`config.mk`:
```
export PLATFORM = sky130hd
export DESIGN_NAME = pcim_write_ctrl
export DESIGN_NICKNAME = d
export VERILOG_FILES = /design/src/hdl/host_mem_pkg.sv /design/src/hdl/pcim_write_ctrl.sv
export SDC_FILE = /design/constraint.sdc
export NUM_CORES = 1
export LEC_CHECK = 0
export BUFFER_PORTS_ARGS = -buffer_cell sky130_fd_sc_hd__clkbuf_2
export CAP_MARGIN = 20
export CORE_AREA = 2 2 132 134
export DETAILED_ROUTE_END_ITERATION = 8
export DIE_AREA = 0 0 134 136
export PLACE_DENSITY = 0.4
export SLEW_MARGIN = 15
export SYNTH_ARGS = -nofsm -noshare
export SYNTH_HDL_FRONTEND = slang
export SYNTH_SLANG_ARGS = --single-unit
```
`constraint.sdc`:
```
create_clock -name clk_core -period 1.7 [get_ports clk_core]
set_input_delay 0.085 -clock clk_core [delete_from_list [all_inputs] [get_ports clk_core]]
set_output_delay 0.085 -clock clk_core [all_outputs]
set_load 0.01 [all_outputs]
```
`src/hdl/host_mem_pkg.sv`:
```
// byte addresses are 16 bits wide; bursts are at most 256 beats and no wrap or fixed modes exist
package host_mem_pkg;

   // --------------------
   // lane geometry
   // --------------------
   localparam int LANE_BYTES = 4;  // bytes per lane word

   typedef logic [8*LANE_BYTES-1:0] lane_data_t;
   typedef logic [LANE_BYTES-1:0]   lane_strb_t;

   // --------------------
   // channel fields
   // --------------------
   typedef logic [15:0] pcim_addr_t;  // byte address
   typedef logic [4:0]  pcim_id_t;
   typedef logic [7:0]  pcim_len_t;   // beats minus one
   typedef logic [1:0]  pcim_resp_t;

   localparam pcim_resp_t RESP_OKAY = 2'b00;  // only response ever sent

   // aw and ar commands share one layout
   typedef struct packed {
      pcim_id_t   id;
      pcim_addr_t addr;
      pcim_len_t  len;
   } pcim_cmd_s;

   // write response
   typedef struct packed {
      pcim_id_t   id;
      pcim_resp_t resp;
   } pcim_bresp_s;

endpackage

```
`src/hdl/pcim_write_ctrl.sv`:
```
// one write burst at a time; the burst ends on wlast and awlen is not compared with the beat count
`timescale 1ns/1ns
module pcim_write_ctrl #(
   parameter int NUM_LANES   = 4,
   parameter int BEAT_ADDR_W = 6
) (
   input  logic                                     clk_core,
   input  logic                                     sync_rst_n,
   input  host_mem_pkg::pcim_cmd_s                  pcim_aw_i,
   input  logic                                     pcim_awvalid_i,
   output logic                                     pcim_awready_o,
   input  host_mem_pkg::lane_data_t [NUM_LANES-1:0] pcim_wdata_i,
   input  host_mem_pkg::lane_strb_t [NUM_LANES-1:0] pcim_wstrb_i,
   input  logic                                     pcim_wlast_i,
   input  logic                                     pcim_wvalid_i,
   output logic                                     pcim_wready_o,
   output host_mem_pkg::pcim_bresp_s                pcim_b_o,
   output logic                                     pcim_bvalid_o,
   input  logic                                     pcim_bready_i,
   output logic                                     lane_wr_en_o,
   output logic [BEAT_ADDR_W-1:0]                   lane_wr_idx_o,
   output host_mem_pkg::lane_data_t [NUM_LANES-1:0] lane_wr_data_o,
   output host_mem_pkg::lane_strb_t [NUM_LANES-1:0] lane_wr_strb_o
);
   // byte offset bits inside one beat
   localparam int OFF_W = $clog2(NUM_LANES * host_mem_pkg::LANE_BYTES);

   typedef enum logic [1:0] {
      WR_IDLE,
      WR_DATA,
      WR_RESP
   } wr_state_e;

   wr_state_e              state_q;
   logic [BEAT_ADDR_W-1:0] idx_q;
   host_mem_pkg::pcim_id_t id_q;
   logic                   aw_xfer;
   logic                   w_xfer;
   logic                   b_xfer;

   // --------------------
   // handshakes
   // --------------------
   assign pcim_awready_o = (state_q == WR_IDLE);
   assign pcim_wready_o  = (state_q == WR_DATA);
   assign pcim_bvalid_o  = (state_q == WR_RESP);

   assign aw_xfer = pcim_awvalid_i && pcim_awready_o;
   assign w_xfer  = pcim_wvalid_i && pcim_wready_o;
   assign b_xfer  = pcim_bvalid_o && pcim_bready_i;

   always_ff @(posedge clk_core or negedge sync_rst_n) begin
      if (!sync_rst_n) begin
         state_q <= WR_IDLE;
         idx_q   <= '0;
      end else begin
         case (state_q)
            WR_IDLE: begin
               if (aw_xfer) begin
                  idx_q   <= pcim_aw_i.addr[OFF_W +: BEAT_ADDR_W];  // upper bits wrap
                  state_q <= WR_DATA;
               end
            end
            WR_DATA: begin
               if (w_xfer) begin
                  idx_q <= idx_q + 1'b1;
                  if (pcim_wlast_i) state_q <= WR_RESP;
               end
            end
            WR_RESP: begin
               if (b_xfer) state_q <= WR_IDLE;
            end
            default: state_q <= WR_IDLE;
         endcase
      end
   end

   always_ff @(posedge clk_core) begin
      if (aw_xfer) begin
         id_q <= pcim_aw_i.id;
      end
   end

   always_comb begin
      pcim_b_o.id   = id_q;
      pcim_b_o.resp = host_mem_pkg::RESP_OKAY;
   end

   // --------------------
   // lane write port
   // --------------------
   assign lane_wr_en_o   = w_xfer;  // beat lands at the w transfer edge
   assign lane_wr_idx_o  = idx_q;
   assign lane_wr_data_o = pcim_wdata_i;
   assign lane_wr_strb_o = pcim_wstrb_i;

endmodule

```
---- Word-level counts from Yosys, hierarchy flattened ----
Cells that the tools add are included.
word-level totals
  bits in registers ....................... 13
  bits of input ports ..................... 179
  word-level logic and storage cells ...... 25
cells by class
  add/sub/neg operators ................... 1
  multiplexer cells ....................... 8
  equal/unequal tests ..................... 6
  reductions and logical operators ........ 7
operators with widths
  kind                                                    number
  two-way mux 6 bit                                       2
  one-hot mux 6 bit (2 select lines)                      1
  two-way mux 2 bit                                       4
  adder 6 x 1 -> 6 bit (second input constant)            1
  inequality test 2 x 1 -> 1 bit (second input constant)  3
  one-hot mux 2 bit (3 select lines)                      1
  AND reduction 4 bit                                     1
  logical AND 1 bit                                       3
  AND reduction 3 bit                                     1
  == test 2 x 1 -> 1 bit (second input constant)          1
  == test 2 bit (second input constant)                   1
  logical NOT 2 bit                                       1
  inequality test 2 bit (second input constant)           1
  nonzero test 2 bit                                      1

---- Depth between registers and ports, before layout ----
Gate-level depths: netlist of run 1.
  depth in word-level cells ............... 4
  mapped depth ............................ 6
  gate-level depth less buffers ........... 5

---- Worst setup path after synthesis of run 1 ----
No wires, ideal clock.
  path type ............................... reg-to-reg
  start ................................... register state_q[0]
  end ..................................... register id_q[0], enable pin
  path slack .............................. 467 ps
  buffers on the path ..................... 0
  library setup time ...................... 314 ps
  arrival time ............................ 918 ps
  required time ........................... 1386 ps
  clock period less this slack ............ 1233 ps
  stages on the path, launching flop included .. 3
  path through ............................ dfrtp_1 > nor2_1 > and2_1
between the ends
  longest elaborated chain between the ends .. 2
ends and longest elaborated chain
  what                    line                   RTL
  from (decl)             pcim_write_ctrl.sv:34  wr_state_e state_q;
  from (signal assigned)  pcim_write_ctrl.sv:54  state_q <= WR_IDLE;
  from (signal assigned)  pcim_write_ctrl.sv:61  state_q <= WR_DATA;
  from (signal assigned)  pcim_write_ctrl.sv:67  if (pcim_wlast_i) state_q <= WR_RESP;
  logical NOT 2 bit       pcim_write_ctrl.sv:44  assign pcim_awready_o = (state_q == WR_IDLE);
  via pcim_awready_o      pcim_write_ctrl.sv:11  output logic pcim_awready_o,
  logical AND 1 bit       pcim_write_ctrl.sv:48  assign aw_xfer = pcim_awvalid_i && pcim_awready_o;
  via aw_xfer             pcim_write_ctrl.sv:37  logic aw_xfer;
  to (signal assigned)    pcim_write_ctrl.sv:80  id_q <= pcim_aw_i.id;
  to (decl)               pcim_write_ctrl.sv:36  host_mem_pkg::pcim_id_t id_q;
The timed path passes the listed nets, and every way through them passes these cells.
A chain may end at the register's enable or synchronous reset.

---- Worst setup path after layout of run 1 ----
  start ................................... register state_q[1]
  end ..................................... output lane_wr_en_o
between the ends
  longest elaborated chain between the ends .. 2
ends and longest elaborated chain
  what                    line                   RTL
  == test 2 x 1 -> 1 bit  pcim_write_ctrl.sv:45  assign pcim_wready_o = (state_q == WR_DATA);
  logical AND 1 bit       pcim_write_ctrl.sv:49  assign w_xfer = pcim_wvalid_i && pcim_wready_o;
  to (decl)               pcim_write_ctrl.sv:20  output logic lane_wr_en_o,
Every way passes these cells.

==> impl_metrics.py, run 1 <==
metrics = {
    "logic_synthesis": {
        "ys_top_cells_by_area": "buf_4, dfrtp_1, edfxtp_1, nand2b_4, o21ai_0",
        "syn_inst": 206,
        "ys_types": 30,
        "syn_area_sq_um": 1768,
        "yosysTopAreaCellShare": 0.6200,
        "ys_warn_count": 0,
        "syn-mean-instance-area_sq_um": 8.582,
        "synth-seq-area-share": 0.1982,
        "ys_ff_latch": 13,
        "yosysTopAreaCell": "buf_4",
    },
    "clocking": {
        "cts_tree": "done",
        "clk_latency_ps": 240,
        "clock_sinks": 13,
        "cts_inserted_buffers": 3,
        "h-tree-depth": 1,
        "clk_pin_slew_ps": 40,
        "cts_post_setup_buffers_inserted": 0,
        "cts_max_path_buffers": 2,
        "clockRootBuffer": "clkbuf_16",
    },
    "final_layout": {
        "fill_cells": 1958,
        "layout-drive-gt1-share": 0.4479,
        "syn_to_final_growth_pct": -32.70,
        "layout_common_cells": "clkbuf_2, dfrtp_1, nand2_1, o21ai_0, edfxtp_1",
        "finalInstanceArea_sq_um": 1190,
        "final_nets": 277,
        "n_antenna_cell": 0,
        "mostFrequentLayoutCell": "clkbuf_2",
    },
    "timing": {
        "setup_viol": 0,
        "clock.fmax_ghz": 0.7004,
        "tns_ps": 0,
        "finalHoldViolations": 0,
        "fin_crit_sh": 0.8399,
        "grt_setup_unrepaired": "false",
        "fin_skew_ps": 1.609,
        "layout_setup_ws_ps": 272.2,
        "slew_viol_final": 0,
        "post-route-min-period_ps": 1428,
    },
    "critical_path": {
        "critPathMaxStageDelay_ps": 460,
        "slowest_stage": "dfrtp_1",
        "worst_ep_required_time_ps": 1620,
        "cp-start-kind": "flop",
        "critPathKind": "reg2out",
        "crit_fanout": 13,
        "arrival_ps": 1340,
        "worstPathCellList": "nand2b_4 -> inv_4 -> and2_1 -> clkbuf_2",
        "end_kind": "output port",
    },
    "place": {
        "placed_cell_area_sq_um": 1101,
        "place_congestion": 0.7015,
        "dp_slack_ps": 369.9,
        "dp_hpwl_mm": 5.600,
        "io_buffer_count": 31,
    },
    "global_routing": {
        "grt_pass1_vias": 744,
        "grt.met3_usage": 0.06861,
        "grt_pass1_wl_mm": 7.631,
        "use_met2": 0.1128,
        "grt_max_degree": 14,
        "use_met1": 0.03553,
        "antenna_found_initial": 0,
        "grt.total_usage": 0.06256,
        "gr-total-overflow": 0,
        "top_usage_layer": "met2",
    },
    "drt": {
        "drc": 0,
        "vias_per_cell": 2.389,
        "dr.pass1.iters": 4,
        "ant_nets": 0,
        "drt-initial-drc-count": 28,
        "route.detailed.wl_per_inst_um": 19.02,
        "routed_wl_mm": 6.105,
        "num_vias": 767,
    },
    "pwr": {
        "p_total_mw": 1.566,
        "vdd_drop_max_v": 0.0004559,
        "p_leak_nw": 0.4460,
        "powerDensity_nw_per_um2": 1316,
    },
    "floorplanning": {
        "io_pins": 340,
        "die_y_um": 136,
        "core-area_sq_um": 16880,
        "start_util": 0.1048,
        "rows": 48,
        "die_w_um": 134,
        "die_area_sq_um": 18220,
    },
    "hold_path": {
        "worstHoldPathType": "in2reg",
    },
    "status": {
        "status": "finished clean",
    },
    "flow_run": {
        "cap_violations": 0,
    },
}
[metal layers]
| layer | part of all wire | wire length, um |
|---|---|---|
| met1 | 0.20 | 1197 |
| met5 | 0.0072 | 44 |
| met4 | 0.048 | 291 |
| met2 | 0.52 | 3161 |
| met3 | 0.23 | 1411 |
[cells by family (layout without fill, tap and decap cells)]
kind of cell    count (synthesis)  in the layout  synth area share
simple gates                   21             21           0.07008
buf+inv                       149             38            0.6320
fa+ha+maj                       1              1          0.007076
other cells                     1              2          0.002121
mux                             2              2           0.01132
flops                          13             13            0.1982
compound gates                 19             19           0.07927
[synth_stat cells]
| cell type | number |
|---|---|
| dfrtp_1 | 8 |
| nand2b_1 | 1 |
| o22ai_1 | 2 |
| a31o_1 | 1 |
| a2bb2oi_1 | 1 |
| buf_6 | 1 |
| nand2b_4 | 2 |
| a21o_2 | 1 |
| o21a_1 | 1 |
| a311oi_1 | 1 |
| a21oi_2 | 1 |
| conb_1 | 1 |
| inv_4 | 1 |
| o21ai_0 | 5 |
| nand4_1 | 1 |
| nand2_2 | 1 |
| edfxtp_1 | 5 |
| and2_1 | 3 |
| inv_1 | 1 |
| nand2_1 | 5 |
| buf_4 | 146 |
| or2_2 | 1 |
| and2b_1 | 1 |
| a21oi_1 | 4 |
| nand3_1 | 3 |
| a2bb2oi_2 | 1 |
| mux2i_1 | 2 |
| nor2_1 | 3 |
| ha_1 | 1 |
| a21oi_4 | 1 |
[area by class of cell]
type | count | area [sq um] | area share
inverters | 2 | 10.01 | 0.008412
multi-input cells | 45 | 304.0 | 0.2555
repair buffers | 32 | 165.2 | 0.1388
well taps | 225 | 281.5 | 0.2366
flip-flops and latches | 13 | 350.3 | 0.2944
clock buffers | 4 | 78.83 | 0.06625
[flip-flops by register name (all words and copies together), names as in the netlist]
signal and flops:
id_q 5, lane_wr_idx_o 6, state_q 2
[worst paths after layout]
path / cells after the start / slack (ps) / from / to
max: 4 / 270 / state_q[1]$_DFFE_PN0P_ / lane_wr_en_o
min: 1 / 30 / pcim_aw_i[27] / id_q[3]$_DFFE_PP_
max reg2reg: 4 / 350 / lane_wr_idx_o[2]$_DFFE_PN0P_ / lane_wr_idx_o[5]$_DFFE_PN0P_
min reg2reg: 1 / 580 / lane_wr_idx_o[5]$_DFFE_PN0P_ / lane_wr_idx_o[5]$_DFFE_PN0P_
max in group asynchronous: 2 / 1260 / sync_rst_n / state_q[0]$_DFFE_PN0P_
min in group asynchronous: 2 / 260 / sync_rst_n / lane_wr_idx_o[4]$_DFFE_PN0P_
[critical path: cells and delay by family, from the launching register on]
family / cells / cell delay, ps
flip-flops: 1 / 460
AND/OR/NAND/NOR: 2 / 360
buffers and inverters: 2 / 280
[report_power, final]
group | internal [mW] | switching, mW | total (mW)
clock network | 0.315 | 0.118 | 0.433
registers | 0.425 | 0.127 | 0.552
logic | 0.254 | 0.327 | 0.581
total | 0.994 | 0.571 | 1.57
[what timing repair did]
item	4_1_cts	5_1_grt
gates resized for setup	0	0
hold endpoints to repair	8	0
hold buffers	1	0
[per-stage QoR]
stage          hold slack, ps     util  instances
4_1_cts                 22.17  0.07051        321
3_3_place_gp           -44.09  0.06524        316
5_1_grt                 12.15  0.07051        321
2_1_floorplan          -210.6        -        207
3_5_place_dp           -50.26  0.06524        316
6_report                26.57  0.07051        321
Note: power is estimated with default switching activity, not from simulation.
==> run 2, diff against run 1 <==
- ABC_AREA: default -> 1
- CORE_AREA: 2 2 132 134 -> 2 2 130 132
- DIE_AREA: 0 0 134 136 -> 0 0 132 134
- PLACE_DENSITY: 0.4 -> 0.43
- clock period: 1.7 -> 1.2 ns (I/O delays scaled with it)
==> run 2 against run 1 <==
  * The flow now finishes with violations (setup timing)
  * Critical path type unchanged
  * Area after synthesis up 0.92%
  * Highest routed layer is now met4
  * Hold slack worse by 23 ps
  * Clock power up 54%
  * Via count up 13%
  * Non-clock buffer count up 15
  * Sequential share of layout area down 4.3 points
  * Flip-flop and latch count unchanged
  * Routed wire length down 24%
==> impl_metrics.py, run 2 <==
metrics = {
    "final_layout": {
        "largest_reg_flops": 6,
        "mostFrequentLayoutCell": "clkbuf_2",
        "final_nets": 310,
        "layout_common_cells": "clkbuf_2, nand2_1, dfrtp_1",
        "layout-drive-gt1-share": 0.5116,
        "stdcell_count": 349,
        "postLayoutCoreUtil": 0.08587,
        "syn_to_final_growth_pct": -21.60,
        "n_antenna_cell": 0,
    },
    "drt": {
        "drt-initial-drc-count": 30,
        "dr.pass1.iters": 2,
        "vias_per_cell": 2.476,
        "route.detailed.wl_per_inst_um": 13.21,
        "ant_nets": 0,
        "num_vias": 864,
        "routed_wl_mm": 4.611,
        "drc": 0,
    },
    "logic_synthesis": {
        "synthAdderAreaFrac": 0.007013,
        "synth-simple-area-share": 0.1052,
        "ys_types": 25,
        "ys_top_cells_by_area": "buf_4, dfrtp_1, edfxtp_1, nand2_1, inv_1",
        "ys_warn_count": 0,
        "synth_edf_count": 5,
        "post-synth-top-count-cell": "buf_4",
        "syn_area_sq_um": 1784,
        "yosysTopAreaCellShare": 0.6143,
        "muxShareOfSynthArea": 0,
        "synth_compound_area_frac": 0.03787,
        "syn_inst": 224,
        "synth-seq-area-share": 0.1964,
        "synth_top_flop_cell": "dfrtp_1",
        "syn-mean-instance-area_sq_um": 7.965,
        "async_reset_ff_frac": 0.6154,
        "yosysTopAreaCell": "buf_4",
        "synth_xor_xnor_area_share": 0,
        "ys_ff_latch": 13,
        "yosys-top-cells-count": "buf_4, nand2_1, dfrtp_1, inv_1",
        "synth_top_family_by_area": "buffers and inverters",
    },
    "timing": {
        "post-route-min-period_ps": 1203,
        "fin_skew_ps": 7.272,
        "fin_crit_sh": 1.002,
        "slew_viol_final": 0,
        "setup_viol": 1,
        "layout_setup_ws_ps": -2.652,
        "grt_setup_unrepaired": "true",
        "clock.fmax_ghz": 0.8315,
        "finalHoldViolations": 0,
    },
    "floorplanning": {
        "die_y_um": 134,
        "die_w_um": 132,
        "core-area_sq_um": 16290,
        "die_area_sq_um": 17690,
        "start_util": 0.1095,
        "rows": 47,
        "io_pins": 340,
    },
    "hold_path": {
        "min-delay-start": "pcim_bready_i",
        "hold_end": "state_q[1]$_DFFE_PN0P_",
        "worstHoldPathCells": 2,
        "worstHoldPathType": "in2reg",
    },
    "global_routing": {
        "antenna_found_initial": 0,
        "grt_pass1_vias": 898,
        "grt.total_usage": 0.04934,
        "gr-total-overflow": 0,
        "grt_max_degree": 9,
        "grt_pass1_wl_mm": 6.437,
    },
    "critical_path": {
        "cp-start-kind": "flop",
        "crit_fanout": 5,
        "worst_ep_required_time_ps": 1140,
        "worstRegToRegCells": 6,
        "critPathKind": "reg2out",
        "rrSetupSlack_ps": 40,
        "rr_endpoint": "lane_wr_idx_o[4]$_DFFE_PN0P_",
        "r2r_start": "state_q[0]$_DFFE_PN0P_",
        "arrival_ps": 1140,
        "end_kind": "output port",
    },
    "status": {
        "failed_checks": "setup timing",
        "status": "finished, violations left",
    },
    "pwr": {
        "p_leak_nw": 0.5807,
        "vdd_drop_max_v": 0.0005064,
        "powerDensity_nw_per_um2": 2149,
    },
    "place": {
        "dp.cells": 338,
        "io_buffer_count": 31,
        "place_congestion": 0.7454,
        "dp_hpwl_mm": 4.001,
    },
    "clocking": {
        "cts_max_path_buffers": 2,
        "cts_inserted_buffers": 3,
        "clk_pin_slew_ps": 50,
        "clk_latency_ps": 250,
        "h-tree-depth": 1,
        "cts_tree": "done",
        "clockRootBuffer": "clkbuf_16",
        "clock_sinks": 13,
    },
    "flow_run": {
        "cap_violations": 0,
    },
}
-- run 2: changes by cell type in the layout (fill, tap and decap cells not counted), sizes merged, moves of 4 or more --
cell and change:
a21oi -4, buf +13, clkbuf -4, dlygate4sd3 +5, inv +7, nand2 +16, nor2 +5
-- run 2: report_power, final --
group	total (mW)	internal, mW	switching [mW]
combinational	1.56	0.728	0.830
sequential	0.782	0.637	0.145
clock	0.666	0.446	0.221
-- run 2: logic make-up (layout without fill, tap and decap cells) --
group                      Yosys count  after routing
AOI/OAI and AO/OA                   11             11
adders and majority gates            1              1
buffers and inverters              158             62
DFF                                 13             13
other                                1              2
and+or+nand+nor                     40             40
-- run 2: timing repair --
item,4_1_cts,5_1_grt
pin swaps,0,13
resized for setup,4,19
setup endpoints to repair,7,8
hold endpoints to repair,13,0
hold buffers,6,0
buffers inserted,0,1
-- run 2: metal layers --
layer  global-route usage  part of all wire
met1              0.02886              0.23
met4              0.03986             0.057
met3              0.04800              0.22
met2              0.08594              0.50
met5                    0                 0
-- run 2: how the worst max path moves through the flow --
| stage | startpoint | to | slack (ps) | depth (start not counted) |
|---|---|---|---|---|
| after floorplan | state_q[1]$_DFFE_PN0P_ | lane_wr_idx_o[4]$_DFFE_PN0P_ | 2 | 6 |
| after global placement | state_q[1]$_DFFE_PN0P_ | lane_wr_idx_o[4]$_DFFE_PN0P_ | -60 | 6 |
| after detailed placement | state_q[1]$_DFFE_PN0P_ | lane_wr_idx_o[4]$_DFFE_PN0P_ | -80 | 6 |
| after CTS | state_q[0]$_DFFE_PN0P_ | pcim_bvalid_o | -40 | 3 |
| after global routing | state_q[1]$_DFFE_PN0P_ | lane_wr_en_o | -30 | 4 |
| final | state_q[1]$_DFFE_PN0P_ | lane_wr_en_o | -3 | 4 |
-- run 2: worst max-delay path: stages, from the launching register on --
cell and delay, ps:
dfrtp_2 440, inv_2 90, nand2_4 80, nor2_4 160, buf_6 120
-- run 2: layout make-up --
cell class                      instances  area, sq um
Clock inverter                          1        5.005
Inverter                               11        57.56
Timing Repair Buffer                   47        311.5
Clock buffer                            3        75.07
Fill cell                            1919        14890
Sequential cell                        13        351.6
Tap cell                              220        275.3
Multi-Input combinational cell         54        322.8
-- run 2: through the flow --
stage / setup WS [ps] / setup TNS, ps / total power, mW / hold slack (ps) / instance area [sq um]
final: -2.652 / -2.652 / 3.006 / 3.306 / 1399
after global routing: -32.17 / -120.4 / 3.236 / 15.45 / 1399
after CTS: -39.54 / -103.1 / 2.833 / 6.091 / 1334
after detailed placement: -75.56 / -89.26 / 2.104 / -69.83 / 1179
after global placement: -64.17 / -64.17 / 2.082 / -66.05 / 1179
after floorplan: 1.908 / 0 / 2.000 / -235.6 / 1788
==> run 3, diff against run 2 <==
- CTS_BUF_LIST: default -> sky130_fd_sc_hd__clkbuf_2
==> run 3 against run 2 <==
  * The flow still finishes with violations (setup timing)
  * Critical path depth up 2
  * Non-clock buffer count is 3 higher
  * Setup slack lost 30 ps
  * Global-route usage is 0.096 points lower
  * Combinational power about the same
  * Register-to-register slack lost 70 ps
  * Design area decreased by 2.7%
  * First-iteration DRC count decreased by 37%
  * Clock power is 62% lower
  * Critical path type is now reg2reg
  * Largest cell class is now buffers
==> impl_metrics.py, run 3 (synthesized netlist as in run 2, its figures left out) <==
metrics = {
    "status": {
        "status": "finished, violations left",
        "failed_checks": "setup timing",
    },
    "clocking": {
        "clockRootBuffer": "clkbuf_2",
        "clk_pin_slew_ps": 180,
        "cts_inserted_buffers": 3,
        "clock_sinks": 13,
        "cts_max_path_buffers": 2,
        "cts_tree": "done",
        "clk_latency_ps": 310,
        "h-tree-depth": 1,
    },
    "final_layout": {
        "mostFrequentLayoutCell": "clkbuf_2",
        "layout-drive-gt1-share": 0.4697,
        "n_antenna_cell": 0,
        "layout_common_cells": "clkbuf_2, nand2_1, dlygate4sd3_1, buf_4",
        "stdcell_count": 352,
        "final_nets": 313,
        "syn_to_final_growth_pct": -23.70,
        "largest_reg_flops": 6,
        "finalInstanceArea_sq_um": 1361,
        "fill_cells": 1920,
    },
    "timing": {
        "fin_crit_sh": 1.027,
        "setup_viol": 4,
        "layout_setup_ws_ps": -32.81,
        "clock.fmax_ghz": 0.8112,
        "fin_skew_ps": 28.82,
        "grt_setup_unrepaired": "true",
        "finalHoldViolations": 0,
        "tns_ps": -106.4,
        "post-route-min-period_ps": 1233,
        "slew_viol_final": 0,
    },
    "drt": {
        "route.detailed.wl_per_inst_um": 12.84,
        "drt-initial-drc-count": 19,
        "num_vias": 884,
        "routed_wl_mm": 4.520,
        "dr.pass1.iters": 4,
        "ant_nets": 0,
        "vias_per_cell": 2.511,
        "drc": 0,
    },
    "hold_path": {
        "worstHoldPathCells": 3,
        "worstHoldPathType": "in2reg",
    },
    "global_routing": {
        "grt.total_usage": 0.04838,
        "grt_pass1_wl_mm": 6.368,
        "grt_max_degree": 9,
        "antenna_found_initial": 0,
        "grt_pass1_vias": 908,
        "gr-total-overflow": 0,
    },
    "floorplanning": {
        "die_w_um": 132,
        "die_area_sq_um": 17690,
        "die_y_um": 134,
        "rows": 47,
        "core-area_sq_um": 16290,
        "start_util": 0.1095,
        "io_pins": 340,
    },
    "pwr": {
        "p_int_mw": 1.482,
        "power_frac_seq": 0.298,
        "p_comb_frac": 0.605,
        "vdd_drop_max_v": 0.0004830,
        "power.share.switching": 0.4314,
        "clockPowerShare": 0.097,
        "powerDensity_nw_per_um2": 1914,
        "p_sw_mw": 1.124,
        "p_leak_nw": 0.5674,
    },
    "place": {
        "io_buffer_count": 31,
        "dp_hpwl_mm": 4.001,
        "placed_cell_area_sq_um": 1179,
        "place_congestion": 0.7454,
        "dp.cells": 338,
    },
    "flow_run": {
        "cap_violations": 0,
    },
    "critical_path": {
        "worst_ep_required_time_ps": 1390,
        "critPathKind": "reg2reg",
        "worstRegToRegCells": 6,
        "end_kind": "flop",
        "arrival_ps": 1420,
        "cp-start-kind": "flop",
        "crit_fanout": 6,
    },
}
## run 3: changes by cell type in the layout (fill, tap and decap cells not counted), moves of 2 or more
cell,change
buf_2,-2
clkbuf_16,-3
clkbuf_2,+2
buf_4,+2
nand3_1,+3
buf_6,+2
o21ai_1,+2
dlygate4sd3_1,+2
nand3_2,-3
## run 3: final timing paths
path | from | slack [ps] | to
max in group asynchronous | sync_rst_n | 860 | state_q[0]$_DFFE_PN0P_
max reg2reg | state_q[1]$_DFFE_PN0P_ | -30 | lane_wr_idx_o[4]$_DFFE_PN0P_
min reg2reg | lane_wr_idx_o[4]$_DFFE_PN0P_ | 540 | lane_wr_idx_o[4]$_DFFE_PN0P_
min in group asynchronous | sync_rst_n | 110 | lane_wr_idx_o[0]$_DFFE_PN0P_
max | state_q[1]$_DFFE_PN0P_ | -30 | lane_wr_idx_o[4]$_DFFE_PN0P_
min | pcim_aw_i[14] | 30 | lane_wr_idx_o[2]$_DFFE_PN0P_
## run 3: layer usage
layer | wire, um | global-route usage | vias to the layer above
li1 | - | - | 356
met1 | 1016 | 0.02817 | 395
met2 | 2287 | 0.08623 | 89
met3 | 970 | 0.04649 | 44
met4 | 245 | 0.03623 | 0
met5 | 0 | 0 | -
## run 3: stage by stage
step | hold slack (ps) | util | power, mW | setup WS [ps]
floorplan | -235.6 | - | 2.000 | 1.908
global placement | -66.05 | 0.07236 | 2.082 | -64.17
detailed placement | -69.83 | 0.07236 | 2.104 | -75.56
CTS | 8.146 | 0.08034 | 2.514 | -75.16
global route | 11.39 | 0.08357 | 2.841 | -93.06
finish | 30.21 | 0.08357 | 2.606 | -32.81
## run 3: power by group through the flow
stage          Combinational, mW  Sequential, mW  Clock, mW
2_1_floorplan               1.17           0.833          0
3_3_place_gp                1.32           0.764          0
3_5_place_dp                1.34           0.767          0
4_1_cts                     1.48           0.768      0.262
5_1_grt                     1.75           0.809      0.286
6_report                    1.58           0.776      0.252
## run 3: cell type report
type | instances | area [sq um] | share of cell area
repair buffers | 50 | 354.1 | 0.2601
flip-flops and latches | 13 | 351.6 | 0.2583
multi-input cells | 54 | 300.3 | 0.2206
well taps | 220 | 275.3 | 0.2022
inverters | 11 | 60.06 | 0.04412
clock buffers | 3 | 15.01 | 0.01103
clock inverters | 1 | 5.005 | 0.003676
## run 3: critical path: stages, from the launching register on
cell and delay (ps):
dfrtp_2 490, nor2_2 140, nand2_2 100, inv_4 110
nor2_2 80, a21oi_1 130, nor2_1 60
## run 3: timing repair
action                                  in CTS  in global routing
setup buffers                                1                  1
pin swaps                                    3                  2
hold buffers                                 7                  1
endpoints found under the setup margin       9                 10
endpoints found under the hold margin       14                  1
gates resized for setup                     11                 12
